### config.mk
export PLATFORM = sky130hd
export DESIGN_NAME = decode_stage
export DESIGN_NICKNAME = d
export VERILOG_FILES = /design/src/hw/id_pkg.sv /design/src/hw/id_decoder.sv /design/src/hw/id_forward.sv /design/src/hw/id_hazard.sv /design/src/hw/id_branch.sv /design/src/hw/id_ex_reg.sv /design/src/hw/decode_stage.sv
export SDC_FILE = /design/constraint.sdc
export NUM_CORES = 1
export LEC_CHECK = 0
export BUFFER_PORTS_ARGS = -buffer_cell sky130_fd_sc_hd__buf_2
export CAP_MARGIN = 30
export CORE_MARGIN = 1.5
export CORE_UTILIZATION = 47
export DETAILED_ROUTE_END_ITERATION = 6
export PLACE_DENSITY = 0.77
export SLEW_MARGIN = 0
export SYNTH_ARGS = -nofsm -noshare
export SYNTH_HDL_FRONTEND = slang
export SYNTH_SLANG_ARGS = --single-unit
export TNS_END_PERCENT = 10
### constraint.sdc
create_clock -name clk -period 4.3 [get_ports clk]
set_input_delay 0 -clock clk [delete_from_list [all_inputs] [get_ports clk]]
set_output_delay 0 -clock clk [all_outputs]
set_load 0.005 [all_outputs]
### src/hw/id_pkg.sv
package id_pkg;

    typedef logic [15:0] word_t;
    typedef logic [3:0]  reg_addr_t;

    // T register sits just above the eight general registers
    localparam reg_addr_t REG_T = 4'd8;

    typedef enum logic [4:0] {
        OP_NOP       = 5'b00001,
        OP_B         = 5'b00010,
        OP_BEQZ      = 5'b00100,
        OP_BNEZ      = 5'b00101,
        OP_SLL_SRA   = 5'b00110,
        OP_ADDIU3    = 5'b01000,
        OP_ADDIU     = 5'b01001,
        OP_LI        = 5'b01101,
        OP_LW        = 5'b10011,
        OP_SW        = 5'b11011,
        OP_ADDU_SUBU = 5'b11100,
        OP_LOGIC     = 5'b11101
    } opcode_e;

    typedef enum logic [4:0] {
        ALU_NOP, ALU_SLL, ALU_SRA, ALU_ADDU, ALU_SUBU, ALU_AND, ALU_OR,
        ALU_CMP, ALU_SLTU, ALU_ADDIU, ALU_ADDIU3, ALU_LI, ALU_LW, ALU_SW,
        ALU_B, ALU_BEQZ, ALU_BNEZ, ALU_JR
    } alu_op_e;

    typedef enum logic [1:0] {MEM_NOP, MEM_READ, MEM_WRITE} mem_op_e;
    typedef enum logic [1:0] {OP1_ZERO, OP1_REG, OP1_REG_PLUS_IMM, OP1_IMM} op1_sel_e;
    typedef enum logic [1:0] {OP2_ZERO, OP2_REG, OP2_IMM} op2_sel_e;
    typedef enum logic [2:0] {BR_NONE, BR_ALWAYS, BR_EQZ, BR_NEZ, BR_REG} br_kind_e;

    // three views of the same instruction word
    typedef struct packed {
        opcode_e    op;
        logic [2:0] rx;
        logic [2:0] ry;
        logic [2:0] rz;
        logic [1:0] funct;
    } insn_rrr_t;

    typedef struct packed {
        opcode_e    op;
        logic [2:0] rx;
        logic [7:0] imm8;
    } insn_ri_t;

    typedef struct packed {
        opcode_e     op;
        logic [10:0] imm11;
    } insn_i11_t;

    typedef union packed {
        insn_rrr_t rrr;
        insn_ri_t  ri;
        insn_i11_t i11;
    } insn_u;

    typedef struct packed {
        logic      we;
        reg_addr_t addr;
        word_t     data;
    } fwd_t;

    typedef struct packed {
        logic      re1;
        reg_addr_t addr1;
        logic      re2;
        reg_addr_t addr2;
        op1_sel_e  op1_sel;
        op2_sel_e  op2_sel;
        word_t     imm;
        alu_op_e   alu_op;
        mem_op_e   mem_op;
        logic      wreg;
        reg_addr_t wd;
        br_kind_e  br_kind;
        word_t     br_off;
    } dec_t;

    typedef struct packed {
        word_t     operand1;
        word_t     operand2;
        alu_op_e   alu_op;
        mem_op_e   mem_op;
        logic      wreg;
        reg_addr_t wd;
    } ex_ctrl_t;

    typedef struct packed {
        logic  flag;
        word_t pc;
    } branch_t;

endpackage

### src/hw/id_decoder.sv
`timescale 1ns/1ns

module id_decoder (
    input  id_pkg::insn_u ins_i,
    output id_pkg::dec_t  dec_o
);

    id_pkg::reg_addr_t rx_a;
    id_pkg::reg_addr_t ry_a;
    id_pkg::reg_addr_t rz_a;
    id_pkg::word_t     imm8_s;
    id_pkg::word_t     imm5_s;
    id_pkg::word_t     imm4_s;
    id_pkg::word_t     imm11_s;
    id_pkg::word_t     shamt;

    assign rx_a    = {1'b0, ins_i.rrr.rx};
    assign ry_a    = {1'b0, ins_i.rrr.ry};
    assign rz_a    = {1'b0, ins_i.rrr.rz};
    assign imm8_s  = {{8{ins_i.ri.imm8[7]}}, ins_i.ri.imm8};
    assign imm5_s  = {{11{ins_i.rrr.rz[2]}}, ins_i.rrr.rz, ins_i.rrr.funct};
    assign imm4_s  = {{12{ins_i.rrr.rz[1]}}, ins_i.rrr.rz[1:0], ins_i.rrr.funct};
    assign imm11_s = {{5{ins_i.i11.imm11[10]}}, ins_i.i11.imm11};
    assign shamt   = {13'b0, ins_i.rrr.rz};

    always_comb begin
        // all-zero fields decode as NOP
        dec_o = '0;
        case (ins_i.rrr.op)
            id_pkg::OP_SLL_SRA: begin
                // funct 00 is SLL, 11 is SRA
                if (ins_i.rrr.funct[1] == ins_i.rrr.funct[0]) begin
                    dec_o.re1     = 1'b1;
                    dec_o.addr1   = ry_a;
                    dec_o.op1_sel = id_pkg::OP1_REG;
                    dec_o.op2_sel = id_pkg::OP2_IMM;
                    dec_o.imm     = shamt;
                    dec_o.alu_op  = ins_i.rrr.funct[0] ? id_pkg::ALU_SRA : id_pkg::ALU_SLL;
                    dec_o.wreg    = 1'b1;
                    dec_o.wd      = rx_a;
                end
            end
            id_pkg::OP_ADDU_SUBU: begin
                if (ins_i.rrr.funct[0]) begin
                    dec_o.re1     = 1'b1;
                    dec_o.addr1   = rx_a;
                    dec_o.re2     = 1'b1;
                    dec_o.addr2   = ry_a;
                    dec_o.op1_sel = id_pkg::OP1_REG;
                    dec_o.op2_sel = id_pkg::OP2_REG;
                    dec_o.alu_op  = ins_i.rrr.funct[1] ? id_pkg::ALU_SUBU : id_pkg::ALU_ADDU;
                    dec_o.wreg    = 1'b1;
                    dec_o.wd      = rz_a;
                end
            end
            id_pkg::OP_LOGIC: begin
                case ({ins_i.rrr.rz, ins_i.rrr.funct})
                    5'b01100, 5'b01101, 5'b01010, 5'b00011: begin
                        dec_o.re1     = 1'b1;
                        dec_o.addr1   = rx_a;
                        dec_o.re2     = 1'b1;
                        dec_o.addr2   = ry_a;
                        dec_o.op1_sel = id_pkg::OP1_REG;
                        dec_o.op2_sel = id_pkg::OP2_REG;
                        dec_o.wreg    = 1'b1;
                        dec_o.wd      = rx_a;
                        case ({ins_i.rrr.rz, ins_i.rrr.funct})
                            5'b01100: dec_o.alu_op = id_pkg::ALU_AND;
                            5'b01101: dec_o.alu_op = id_pkg::ALU_OR;
                            5'b01010: dec_o.alu_op = id_pkg::ALU_CMP;
                            default:  dec_o.alu_op = id_pkg::ALU_SLTU;
                        endcase
                        // compare results land in T
                        if (ins_i.rrr.rz != 3'b011) begin
                            dec_o.wd = id_pkg::REG_T;
                        end
                    end
                    5'b00000: begin
                        if (ins_i.rrr.ry == 3'b000) begin
                            dec_o.re1     = 1'b1;
                            dec_o.addr1   = rx_a;
                            dec_o.alu_op  = id_pkg::ALU_JR;
                            dec_o.br_kind = id_pkg::BR_REG;
                        end
                    end
                    default: ;
                endcase
            end
            id_pkg::OP_ADDIU, id_pkg::OP_ADDIU3: begin
                dec_o.re1     = 1'b1;
                dec_o.addr1   = rx_a;
                dec_o.op1_sel = id_pkg::OP1_REG;
                dec_o.op2_sel = id_pkg::OP2_IMM;
                dec_o.wreg    = 1'b1;
                if (ins_i.rrr.op == id_pkg::OP_ADDIU) begin
                    dec_o.imm    = imm8_s;
                    dec_o.alu_op = id_pkg::ALU_ADDIU;
                    dec_o.wd     = rx_a;
                end else begin
                    dec_o.imm    = imm4_s;
                    dec_o.alu_op = id_pkg::ALU_ADDIU3;
                    dec_o.wd     = ry_a;
                end
            end
            id_pkg::OP_LI: begin
                dec_o.op1_sel = id_pkg::OP1_IMM;
                dec_o.imm     = imm8_s;
                dec_o.alu_op  = id_pkg::ALU_LI;
                dec_o.wreg    = 1'b1;
                dec_o.wd      = rx_a;
            end
            id_pkg::OP_LW: begin
                dec_o.re1     = 1'b1;
                dec_o.addr1   = rx_a;
                dec_o.op1_sel = id_pkg::OP1_REG;
                dec_o.op2_sel = id_pkg::OP2_IMM;
                dec_o.imm     = imm5_s;
                dec_o.alu_op  = id_pkg::ALU_LW;
                dec_o.mem_op  = id_pkg::MEM_READ;
                dec_o.wreg    = 1'b1;
                dec_o.wd      = ry_a;
            end
            id_pkg::OP_SW: begin
                // address formed here, store data rides in operand2
                dec_o.re1     = 1'b1;
                dec_o.addr1   = rx_a;
                dec_o.re2     = 1'b1;
                dec_o.addr2   = ry_a;
                dec_o.op1_sel = id_pkg::OP1_REG_PLUS_IMM;
                dec_o.op2_sel = id_pkg::OP2_REG;
                dec_o.imm     = imm5_s;
                dec_o.alu_op  = id_pkg::ALU_SW;
                dec_o.mem_op  = id_pkg::MEM_WRITE;
            end
            id_pkg::OP_B: begin
                dec_o.alu_op  = id_pkg::ALU_B;
                dec_o.br_kind = id_pkg::BR_ALWAYS;
                dec_o.br_off  = imm11_s;
            end
            id_pkg::OP_BEQZ, id_pkg::OP_BNEZ: begin
                dec_o.re1    = 1'b1;
                dec_o.addr1  = rx_a;
                dec_o.br_off = imm8_s;
                if (ins_i.rrr.op == id_pkg::OP_BEQZ) begin
                    dec_o.alu_op  = id_pkg::ALU_BEQZ;
                    dec_o.br_kind = id_pkg::BR_EQZ;
                end else begin
                    dec_o.alu_op  = id_pkg::ALU_BNEZ;
                    dec_o.br_kind = id_pkg::BR_NEZ;
                end
            end
            default: ;
        endcase
    end

endmodule

### src/hw/id_forward.sv
`timescale 1ns/1ns

module id_forward (
    input  id_pkg::dec_t  dec_i,
    input  id_pkg::word_t reg1_data_i,
    input  id_pkg::word_t reg2_data_i,
    input  id_pkg::fwd_t  ex_fwd_i,
    input  id_pkg::fwd_t  mem_fwd_i,
    output id_pkg::word_t op1_data_o,
    output id_pkg::word_t op2_data_o
);

    // youngest result wins
    function automatic id_pkg::word_t pick(input logic re, input id_pkg::reg_addr_t addr,
                                           input id_pkg::word_t rf_data);
        id_pkg::word_t val;
        if (re && ex_fwd_i.we && ex_fwd_i.addr == addr) begin
            val = ex_fwd_i.data;
        end else if (re && mem_fwd_i.we && mem_fwd_i.addr == addr) begin
            val = mem_fwd_i.data;
        end else begin
            val = rf_data;
        end
        return val;
    endfunction

    assign op1_data_o = pick(dec_i.re1, dec_i.addr1, reg1_data_i);
    assign op2_data_o = pick(dec_i.re2, dec_i.addr2, reg2_data_i);

endmodule

### src/hw/id_hazard.sv
`timescale 1ns/1ns

module id_hazard (
    input  id_pkg::dec_t      dec_i,
    input  id_pkg::mem_op_e   last_mem_op_i,
    input  id_pkg::reg_addr_t last_wd_i,
    output logic              stall_o
);

    logic hit1;
    logic hit2;

    assign hit1 = dec_i.re1 && dec_i.addr1 == last_wd_i;
    assign hit2 = dec_i.re2 && dec_i.addr2 == last_wd_i;

    // load result not yet available for forwarding
    assign stall_o = last_mem_op_i == id_pkg::MEM_READ && (hit1 || hit2);

endmodule

### src/hw/id_branch.sv
`timescale 1ns/1ns

module id_branch (
    input  id_pkg::dec_t    dec_i,
    input  id_pkg::word_t   pc_i,
    input  id_pkg::word_t   op1_data_i,
    input  logic            stall_i,
    output id_pkg::branch_t branch_o
);

    id_pkg::word_t rel_target;
    logic          is_zero;

    assign rel_target = pc_i + 16'd1 + dec_i.br_off;
    assign is_zero    = op1_data_i == '0;

    always_comb begin
        branch_o = '0;
        case (dec_i.br_kind)
            id_pkg::BR_ALWAYS: branch_o = '{flag: 1'b1, pc: rel_target};
            id_pkg::BR_EQZ: begin
                if (is_zero) begin
                    branch_o = '{flag: 1'b1, pc: rel_target};
                end
            end
            id_pkg::BR_NEZ: begin
                if (!is_zero) begin
                    branch_o = '{flag: 1'b1, pc: rel_target};
                end
            end
            id_pkg::BR_REG: branch_o = '{flag: 1'b1, pc: op1_data_i};
            default: ;
        endcase
        // rx may still be in flight from a load
        if (stall_i) begin
            branch_o = '0;
        end
    end

endmodule

### src/hw/id_ex_reg.sv
`timescale 1ns/1ns

module id_ex_reg (
    input  logic              clk,
    input  logic              rst_n_i,
    input  logic              stall_i,
    input  id_pkg::dec_t      dec_i,
    input  id_pkg::word_t     op1_data_i,
    input  id_pkg::word_t     op2_data_i,
    output id_pkg::ex_ctrl_t  ex_ctrl_o,
    output id_pkg::mem_op_e   last_mem_op_o,
    output id_pkg::reg_addr_t last_wd_o
);

    id_pkg::ex_ctrl_t ex_d;
    id_pkg::ex_ctrl_t ex_q;

    always_comb begin
        case (dec_i.op1_sel)
            id_pkg::OP1_REG:          ex_d.operand1 = op1_data_i;
            id_pkg::OP1_REG_PLUS_IMM: ex_d.operand1 = op1_data_i + dec_i.imm;
            id_pkg::OP1_IMM:          ex_d.operand1 = dec_i.imm;
            default:                  ex_d.operand1 = '0;
        endcase
        case (dec_i.op2_sel)
            id_pkg::OP2_REG: ex_d.operand2 = op2_data_i;
            id_pkg::OP2_IMM: ex_d.operand2 = dec_i.imm;
            default:         ex_d.operand2 = '0;
        endcase
        ex_d.alu_op = dec_i.alu_op;
        ex_d.mem_op = dec_i.mem_op;
        ex_d.wreg   = dec_i.wreg;
        ex_d.wd     = dec_i.wd;
    end

    // all-zero word is the bubble
    always_ff @(posedge clk) begin
        if (!rst_n_i || stall_i) begin
            ex_q <= '0;
        end else begin
            ex_q <= ex_d;
        end
    end

    assign ex_ctrl_o     = ex_q;
    assign last_mem_op_o = ex_q.mem_op;
    assign last_wd_o     = ex_q.wd;

endmodule

### src/hw/decode_stage.sv
`timescale 1ns/1ns

module decode_stage (
    input  logic              clk,
    input  logic              rst_n_i,
    input  id_pkg::word_t     pc_i,
    input  id_pkg::insn_u     ins_i,
    input  id_pkg::word_t     reg1_data_i,
    input  id_pkg::word_t     reg2_data_i,
    input  id_pkg::fwd_t      ex_fwd_i,
    input  id_pkg::fwd_t      mem_fwd_i,
    output id_pkg::reg_addr_t reg1_addr_o,
    output logic              re1_o,
    output id_pkg::reg_addr_t reg2_addr_o,
    output logic              re2_o,
    output id_pkg::branch_t   branch_o,
    output logic              stall_o,
    output id_pkg::ex_ctrl_t  ex_ctrl_o
);

    id_pkg::dec_t      dec;
    id_pkg::word_t     op1_data;
    id_pkg::word_t     op2_data;
    id_pkg::mem_op_e   last_mem_op;
    id_pkg::reg_addr_t last_wd;
    logic              stall;

    id_decoder u_decoder (
        .ins_i (ins_i),
        .dec_o (dec)
    );

    id_forward u_forward (
        .dec_i       (dec),
        .reg1_data_i (reg1_data_i),
        .reg2_data_i (reg2_data_i),
        .ex_fwd_i    (ex_fwd_i),
        .mem_fwd_i   (mem_fwd_i),
        .op1_data_o  (op1_data),
        .op2_data_o  (op2_data)
    );

    id_hazard u_hazard (
        .dec_i         (dec),
        .last_mem_op_i (last_mem_op),
        .last_wd_i     (last_wd),
        .stall_o       (stall)
    );

    id_branch u_branch (
        .dec_i      (dec),
        .pc_i       (pc_i),
        .op1_data_i (op1_data),
        .stall_i    (stall),
        .branch_o   (branch_o)
    );

    id_ex_reg u_id_ex_reg (
        .clk           (clk),
        .rst_n_i       (rst_n_i),
        .stall_i       (stall),
        .dec_i         (dec),
        .op1_data_i    (op1_data),
        .op2_data_i    (op2_data),
        .ex_ctrl_o     (ex_ctrl_o),
        .last_mem_op_o (last_mem_op),
        .last_wd_o     (last_wd)
    );

    // register file read port and fetch stall
    assign reg1_addr_o = dec.addr1;
    assign re1_o       = dec.re1;
    assign reg2_addr_o = dec.addr2;
    assign re2_o       = dec.re2;
    assign stall_o     = stall;

endmodule

# [Yosys cells after proc, flatten, opt, wreduce, memory -nomap -nowiden]
# Cells that the tools add are included.
[classes] addsub=3 eq_ne=33 muxes=42 n_reduce_logical=23
[ops] operator="case mux 17 bit (4 select lines)" n=1
[ops] operator="two-way mux 16 bit" n=4
[ops] operator="case mux 16 bit (2 select lines)" n=2
[ops] operator="case mux 16 bit (4 select lines)" n=1
[ops] operator="two-way mux 17 bit" n=3
[ops] operator="case mux 16 bit (3 select lines)" n=1
[ops] operator="case mux 5 bit (9 select lines)" n=1
[ops] operator="two-way mux 5 bit" n=8
[ops] operator="adder 16 bit" n=2
[ops] operator="== test 5 x 4 -> 1 bit (second input constant)" n=6
[ops] operator="case mux 5 bit (6 select lines)" n=1
[ops] operator="== test 4 bit" n=6
[ops] operator="two-way mux 24 bit" n=1
[ops] operator="two-way mux 21 bit" n=1
[ops] operator="== test 5 bit (second input constant)" n=4
[ops] operator="case mux 5 bit (2 select lines)" n=2
[ops] operator="case mux 5 bit (4 select lines)" n=1
[ops] operator="adder 16 x 1 -> 16 bit (second input constant)" n=1
[ops] operator="zero test 16 bit" n=1
[ops] operator="== test 5 x 3 -> 1 bit (second input constant)" n=3
[ops] operator="case mux 5 bit (3 select lines)" n=1
[ops] operator="two-way mux 14 bit" n=1
[ops] operator="two-way mux 3 bit" n=4
[ops] operator="case mux 2 bit (6 select lines)" n=1
[ops] operator="other kinds (25)" n=44
[word_totals] regBits=44 inputBits=108 output_inout_bits=72 elab_cells=107

# [Logic depth before layout (Yosys ltp)]
[logic_depth] word_depth=12 mapped_depth=24 ltp_nobuf=20

# [Hierarchy]
# Synthesis repeated with hierarchy kept, for this count alone.
[hier_totals] hier_cells=814 hier_area_um2=5955.7
[by_module_without_submodules] module="id_ex_reg" n_inst=1 cells_per_inst=258 area_each_um2=2372.3 seq_area_each_um2=880.8
[by_module_without_submodules] module="id_decoder" n_inst=1 cells_per_inst=188 area_each_um2=1222.4 seq_area_each_um2=0.0
[by_module_without_submodules] module="id_forward" n_inst=1 cells_per_inst=203 area_each_um2=1189.9 seq_area_each_um2=0.0
[by_module_without_submodules] module="id_branch" n_inst=1 cells_per_inst=152 area_each_um2=1062.3 seq_area_each_um2=0.0
[by_module_without_submodules] module="id_hazard" n_inst=1 cells_per_inst=13 area_each_um2=108.9 seq_area_each_um2=0.0

# [Worst setup path before layout]
# OpenSTA, ideal clock, no wires.
[synth_timing] path_type="input to register" startpoint="input port ins_i[0] (netlist bit)" endpoint="register u_id_ex_reg.ex_q, in the netlist u_id_ex_reg.ex_ctrl_o[42]" setup_time_ps=122 arrival_time_ps=4402 required_time_ps=4178 path_slack_ps=-224 path_stages=21 n_path_buf=1 path_cell_list="inv_1 > ha_1 > or4b_4 > or4_1 > o211ai_1 > o2111a_1 > nand3_4 > buf_4 > mux2i_1 > o21ai_1 > ha_1 > fa_1 > a21o_1 > a21oi_1 > o211ai_1 > a311oi_1 > nor2_1 > o41ai_1 > xnor2_1 > a221oi_1 > nor2_1"
[synth_between] elab_chain_len=10 word_cells_on_any_way=37 cone_classes="add/sub: 1; eq/ne: 12; mux: 13; reduce/logical: 11"
[synth_lines] element="start, declared" line="decode_stage.sv:7" text="input id_pkg::insn_u ins_i,"
[synth_lines] element="== test 5 x 4 -> 1 bit / == test 5 x 2 -> 1 bit (equally long branches)" line="id_decoder.sv:57" text="case ({ins_i.rrr.rz, ins_i.rrr.funct})"
[synth_lines] element="OR reduction 4 bit" line="id_decoder.sv:57"
[synth_lines] element="case mux 5 bit (2 select lines)" line="id_decoder.sv:57"
[synth_lines] element="case mux 5 bit (4 select lines)" line="id_decoder.sv:29" text="case (ins_i.rrr.op)"
[synth_lines] element="== test 4 bit / logical AND 1 bit (equally long branches)" line="id_forward.sv:19" text="end else if (re && mem_fwd_i.we && mem_fwd_i.addr == addr) begin"
[synth_lines] element="logical AND 1 bit" line="id_forward.sv:19"
[synth_lines] element="two-way mux 16 bit" line="id_forward.sv:19"
[synth_lines] element="two-way mux 16 bit" line="id_forward.sv:17" text="if (re && ex_fwd_i.we && ex_fwd_i.addr == addr) begin"
[synth_lines] element="adder 16 bit" line="id_ex_reg.sv:21" text="id_pkg::OP1_REG_PLUS_IMM: ex_d.operand1 = op1_data_i + dec_i.imm;"
[synth_lines] element="case mux 16 bit (3 select lines)" line="id_ex_reg.sv:19" text="case (dec_i.op1_sel)"
[synth_lines] element="end signal, assigned" line="id_ex_reg.sv:39" text="ex_q <= '0;"
[synth_lines] element="end signal, assigned" line="id_ex_reg.sv:41" text="ex_q <= ex_d;"
[synth_lines] element="end, declared" line="id_ex_reg.sv:16" text="id_pkg::ex_ctrl_t ex_q;"
# Several ways; a longest one is shown, not always the timed one.
# A chain may end at the register's enable or synchronous reset.

# [Worst setup path in the final report]
# Ends and elaborated chain as after synthesis.

==> flow_results.xml <==
<?xml version="1.0" encoding="UTF-8"?>
<metrics>
  <group name="worst_setup_path">
    <metric name="critical_path.startpoint_type" unit="">primary input</metric>
    <metric name="timing.critical_path.slowest_stage_cell" unit="">and4_4</metric>
    <metric name="worstPathRequired" unit="ns">4.48</metric>
    <metric name="crit_chain" unit="">buf_2, buf_4, ha_1, nor3b_1, o32a_1, o21ai_2, a221oi_1, and4_4, o21ai_2, ha_2, fa_2, a21o_1, a21oi_4, o211ai_1, a311oi_1, nor2_1, o41ai_2, xnor2_1, a221oi_2, nor2_1</metric>
    <metric name="timing_worst_setup_path_type" unit="">in -&gt; reg</metric>
    <metric name="crit_start" unit="">ins_i[0]</metric>
    <metric name="r2r_cells" unit="">7</metric>
    <metric name="crit_path_max_fanout" unit="">15</metric>
    <metric name="worst_setup_path_endpoint" unit="">u_id_ex_reg.ex_ctrl_o[42]</metric>
    <metric name="ff2ff_setup_slack" unit="ns">1.61</metric>
    <metric name="cp_top_family" unit="">compound AO/OA/AOI/OAI gates</metric>
    <metric name="worst_r2r_startpoint" unit="">u_id_ex_reg.last_wd_o[2]</metric>
    <metric name="end_of_the_worst_register_to_register_path" unit="">u_id_ex_reg.ex_ctrl_o[34]</metric>
    <metric name="cp-end-kind" unit="">flop</metric>
    <metric name="timing.critical_path.slowest_cell_delay" unit="ns">0.42</metric>
    <metric name="critPathArrivalTime" unit="ns">4.28</metric>
    <metric name="count_of_cell_instances_traversed_by_the_critical_path" unit="">20</metric>
    <metric name="critical_path_buf_inv_count" unit="">2</metric>
  </group>
  <group name="cts">
    <metric name="ctsHtreeMaxLevel" unit="">2</metric>
    <metric name="clk_pin_slew_worst_paths" unit="ns">0.08</metric>
    <metric name="cts_tree" unit="">done</metric>
    <metric name="cts_root_buffer" unit="">clkbuf_16</metric>
    <metric name="clock_tree.buffer_depth" unit="">2</metric>
    <metric name="clock_sinks" unit="">44</metric>
    <metric name="cts_setup_buffers" unit="">0</metric>
    <metric name="clock_latency" unit="ns">0.30</metric>
    <metric name="cts_buffers" unit="">5</metric>
  </group>
  <group name="place">
    <metric name="placement.cell_area" unit="µm²">6880</metric>
    <metric name="buffer_ports.inserted" unit="">177</metric>
    <metric name="pre_cts_slack" unit="ns">-0.132</metric>
    <metric name="gp_congestion" unit="">1.03</metric>
    <metric name="dp_cells" unit="">1094</metric>
    <metric name="post-dp-hpwl" unit="µm">16800</metric>
  </group>
  <group name="yosys">
    <metric name="yosys.area_share.xor_xnor" unit="%">5.25</metric>
    <metric name="yosys_register_bits" unit="">44</metric>
    <metric name="yosysUniqueCellTypes" unit="">79</metric>
    <metric name="synth.mux.area_fraction" unit="%">6.64</metric>
    <metric name="synth_sequential_area_ratio" unit="%">16.1</metric>
    <metric name="main_combinational_cell_family_by_area_after_synthesis" unit="">compound AO/OA/AOI/OAI gates</metric>
    <metric name="synth_edf_count" unit="">0</metric>
    <metric name="postSynthAreaPerCell" unit="µm²">7.29</metric>
    <metric name="synth_simple_gate_area_share" unit="%">26.7</metric>
    <metric name="synthesis.yosys.warnings" unit="">0</metric>
    <metric name="dominantRegCellSynth" unit="">dfxtp_1</metric>
    <metric name="syn_area" unit="µm²">5460</metric>
    <metric name="synthAdderAreaFrac" unit="%">9.44</metric>
    <metric name="share_of_synthesized_flip_flops_with_an_asynchronous_set_or_reset" unit="%">0</metric>
    <metric name="synth_compound_area_share" unit="%">28.3</metric>
    <metric name="gate_count_of_the_mapped_netlist" unit="">749</metric>
  </group>
  <group name="floorplanning">
    <metric name="rows" unit="">39</metric>
    <metric name="placeableCoreArea" unit="µm²">11400</metric>
    <metric name="initial_utilization" unit="%">48.0</metric>
    <metric name="fp.dieH" unit="µm">111</metric>
    <metric name="ios" unit="">180</metric>
    <metric name="fp.dieW" unit="µm">111</metric>
    <metric name="floorplan.die_area" unit="µm²">12300</metric>
  </group>
  <group name="global_routing">
    <metric name="first_pass_grt_wire_length" unit="µm">32600</metric>
    <metric name="grt_max_degree" unit="">33</metric>
    <metric name="grt-busiest-layer" unit="">met2</metric>
    <metric name="vias_in_the_first_global_route" unit="">6263</metric>
    <metric name="gr-usage-all-layers" unit="%">32.8</metric>
    <metric name="globalRouteMet1Util" unit="%">42.4</metric>
    <metric name="use_met3" unit="%">5.47</metric>
    <metric name="antenna_violations_before_repair" unit="">0</metric>
    <metric name="globalRouteMet2Util" unit="%">54.9</metric>
    <metric name="grt_remaining_overflow" unit="">0</metric>
  </group>
  <group name="timing">
    <metric name="final_setup_violation_count" unit="">0</metric>
    <metric name="maximum_achievable_frequency" unit="GHz">0.244</metric>
    <metric name="finalCritPeriodShare" unit="%">95.3</metric>
    <metric name="final_max_slew_viol_count" unit="">0</metric>
    <metric name="max-slew-margin-rel" unit="%">39.3</metric>
    <metric name="finalWorstSetupSlack" unit="ns">0.200</metric>
    <metric name="rsz0062_at_grt" unit="">yes</metric>
    <metric name="timing_hold_violations_final" unit="">0</metric>
    <metric name="final_period_minus_worst_setup_slack" unit="ns">4.10</metric>
    <metric name="clock_skew" unit="ns">0.0114</metric>
    <metric name="max_slew.worst_pin.slew" unit="ns">0.899</metric>
  </group>
  <group name="route">
    <metric name="wirelength" unit="µm">20800</metric>
    <metric name="firstDrtPassIters" unit="">7</metric>
    <metric name="drt-wirelength-per-cell" unit="µm">18.8</metric>
    <metric name="drt-vias-per-instance" unit="">6.04</metric>
    <metric name="drcViolationCount" unit="">1</metric>
    <metric name="detailroute.via_count" unit="">6657</metric>
    <metric name="detailedRoute.firstIterationViolations" unit="">714</metric>
    <metric name="drt_antenna_net_count" unit="">0</metric>
  </group>
  <group name="layout">
    <metric name="finish.utilization" unit="%">62.2</metric>
    <metric name="final-instance-count-excl-fill" unit="">1102</metric>
    <metric name="final_layout_size_suffix_gt1_share" unit="%">31.4</metric>
    <metric name="finish.instance_area" unit="µm²">7080</metric>
    <metric name="area_growth_syn_to_layout" unit="%">29.6</metric>
    <metric name="antenna_cells" unit="">0</metric>
    <metric name="num-nets-final" unit="">1106</metric>
  </group>
  <group name="status">
    <metric name="failed_checks" unit="">design-rule violations</metric>
    <metric name="status" unit="">complete, but fails checks</metric>
  </group>
  <group name="power">
    <metric name="ir_drop" unit="µV">146</metric>
    <metric name="fin_total_pwr" unit="mW">1.35</metric>
    <metric name="power.density_cell_area" unit="nW/µm²">190</metric>
    <metric name="leakagePower" unit="nW">3.47</metric>
  </group>
  <group name="worst_hold_path">
    <metric name="min_from" unit="">ins_i[9]</metric>
    <metric name="worstHoldPathType" unit="">in -&gt; reg</metric>
  </group>
  <group name="run">
    <metric name="max_cap_viol_count" unit="">0</metric>
  </group>
</metrics>
-- per-layer routing --
| layer | wire length [µm] | part of all wire, % | vias up |
|---|---|---|---|
| li1 | - | - | 3171 |
| met1 | 8610 | 41 | 3048 |
| met2 | 9600 | 46 | 372 |
| met3 | 1820 | 8.7 | 66 |
| met4 | 729 | 3.5 | 0 |
| met5 | 0 | 0 | - |
-- cell usage after synthesis (4+ instances only) --
master      n  area (µm²)
xnor2_1    17         149
o22ai_1    13        81.3
a22oi_1    10        75.1
o41ai_1     4        35.0
nor2_1     79         297
a21oi_1    34         170
o21a_1      6        45.0
a31oi_1     5        31.3
inv_1      39         146
a22o_1      6        52.6
nand3b_1    4        30.0
o21ai_1    16        80.1
a221oi_1   12         105
nor3b_1     7        52.6
xor2_1     13         114
clkbuf_1   23        86.3
o211ai_1    8        60.1
o2111ai_1   5        43.8
buf_4       9        67.6
nor2b_1    12        75.1
or2_2       7        43.8
mux2i_1    34         340
dfxtp_1    44         881
o21bai_1    4        30.0
a21o_1      4        30.0
nor3_1     19        95.1
nand4_1     6        37.5
nand2_1    72         270
ha_1       38         475
nand3_1    19        95.1
nor4_1     17         106
nand2b_1   18         113
o21ai_0    42         210
a222oi_1   10         100
buf_2      12        60.1
and2_1     13        81.3
-- through the flow --
stage          setup TNS [ns]  hold slack (ns)
6_report                    0            0.117
5_1_grt               -0.0274            0.143
4_1_cts                     0            0.114
2_1_floorplan               0            0.150
3_5_place_dp           -0.263            0.376
3_3_place_gp          -0.0620            0.375
-- where the power goes --
part / internal, mW / leakage, nW / total, mW / switching [mW]
Clock: 0.276 / 0.0840 / 0.456 / 0.180
Combinational: 0.205 / 3.03 / 0.478 / 0.273
Sequential: 0.412 / 0.355 / 0.413 / 0.00162
-- logic make-up (layout without fill, tap and decap cells) --
kind of cell | count (synthesis) | in the layout
other | 1 | 2
AND/OR/NAND/NOR | 288 | 288
adder cells (fa/ha/maj) | 40 | 40
flip-flops | 44 | 44
AO/OA/AOI/OAI | 219 | 219
multiplexers | 36 | 36
XOR/XNOR | 31 | 31
buffers and inverters | 90 | 299
-- registers in the layout (all words and copies together), names as in the netlist --
name	cells
u_id_ex_reg.ex_ctrl_o	38
u_id_ex_reg.last_wd_o	4
u_id_ex_reg.last_mem_op_o	2
-- repair_timing --
action,4_1_cts,5_1_grt
endpoints found under the setup margin,0,3
hold buffers,0,0
resized for setup,0,4
-- worst min-delay path: cells and delay by family --
kind,cells,cell delay [ns]
and+or+nand+nor,1,0.12
AOI/OAI and AO/OA,1,0.09
buffers and inverters,1,0.15
-- layout make-up --
type / count / area [µm²]
repair buffers: 252 / 1450
well taps: 143 / 179
multi-input cells: 616 / 4250
inverters: 39 / 151
flip-flops and latches: 44 / 881
fillers: 1071 / 4290
clock inverters: 3 / 47.5
clock buffers: 5 / 125
-- cell usage in the layout, fill, tap and decap left out, types with 19 or more instances in the layout --
cell / instances
a21oi_1: 33
buf_2: 178
buf_4: 74
dfxtp_1: 44
ha_1: 36
inv_1: 37
mux2i_1: 34
nand2_1: 71
nand3_1: 19
nor2_1: 79
o21ai_0: 41
-- worst min-delay path by stage --
stage                                      endpoint  slack, ns  depth (start not counted)
after global placement                ex_ctrl_o[35]       0.38                          1
after global routing       u_id_ex_reg.last_wd_o[1]       0.14                          3
final                      u_id_ex_reg.last_wd_o[1]       0.12                          3
after detailed placement              ex_ctrl_o[35]       0.38                          1
after CTS                  u_id_ex_reg.last_wd_o[1]       0.11                          3
after floorplan           u_id_ex_reg.ex_ctrl_o[28]       0.15                          2
(Power assumes the default switching activity.)
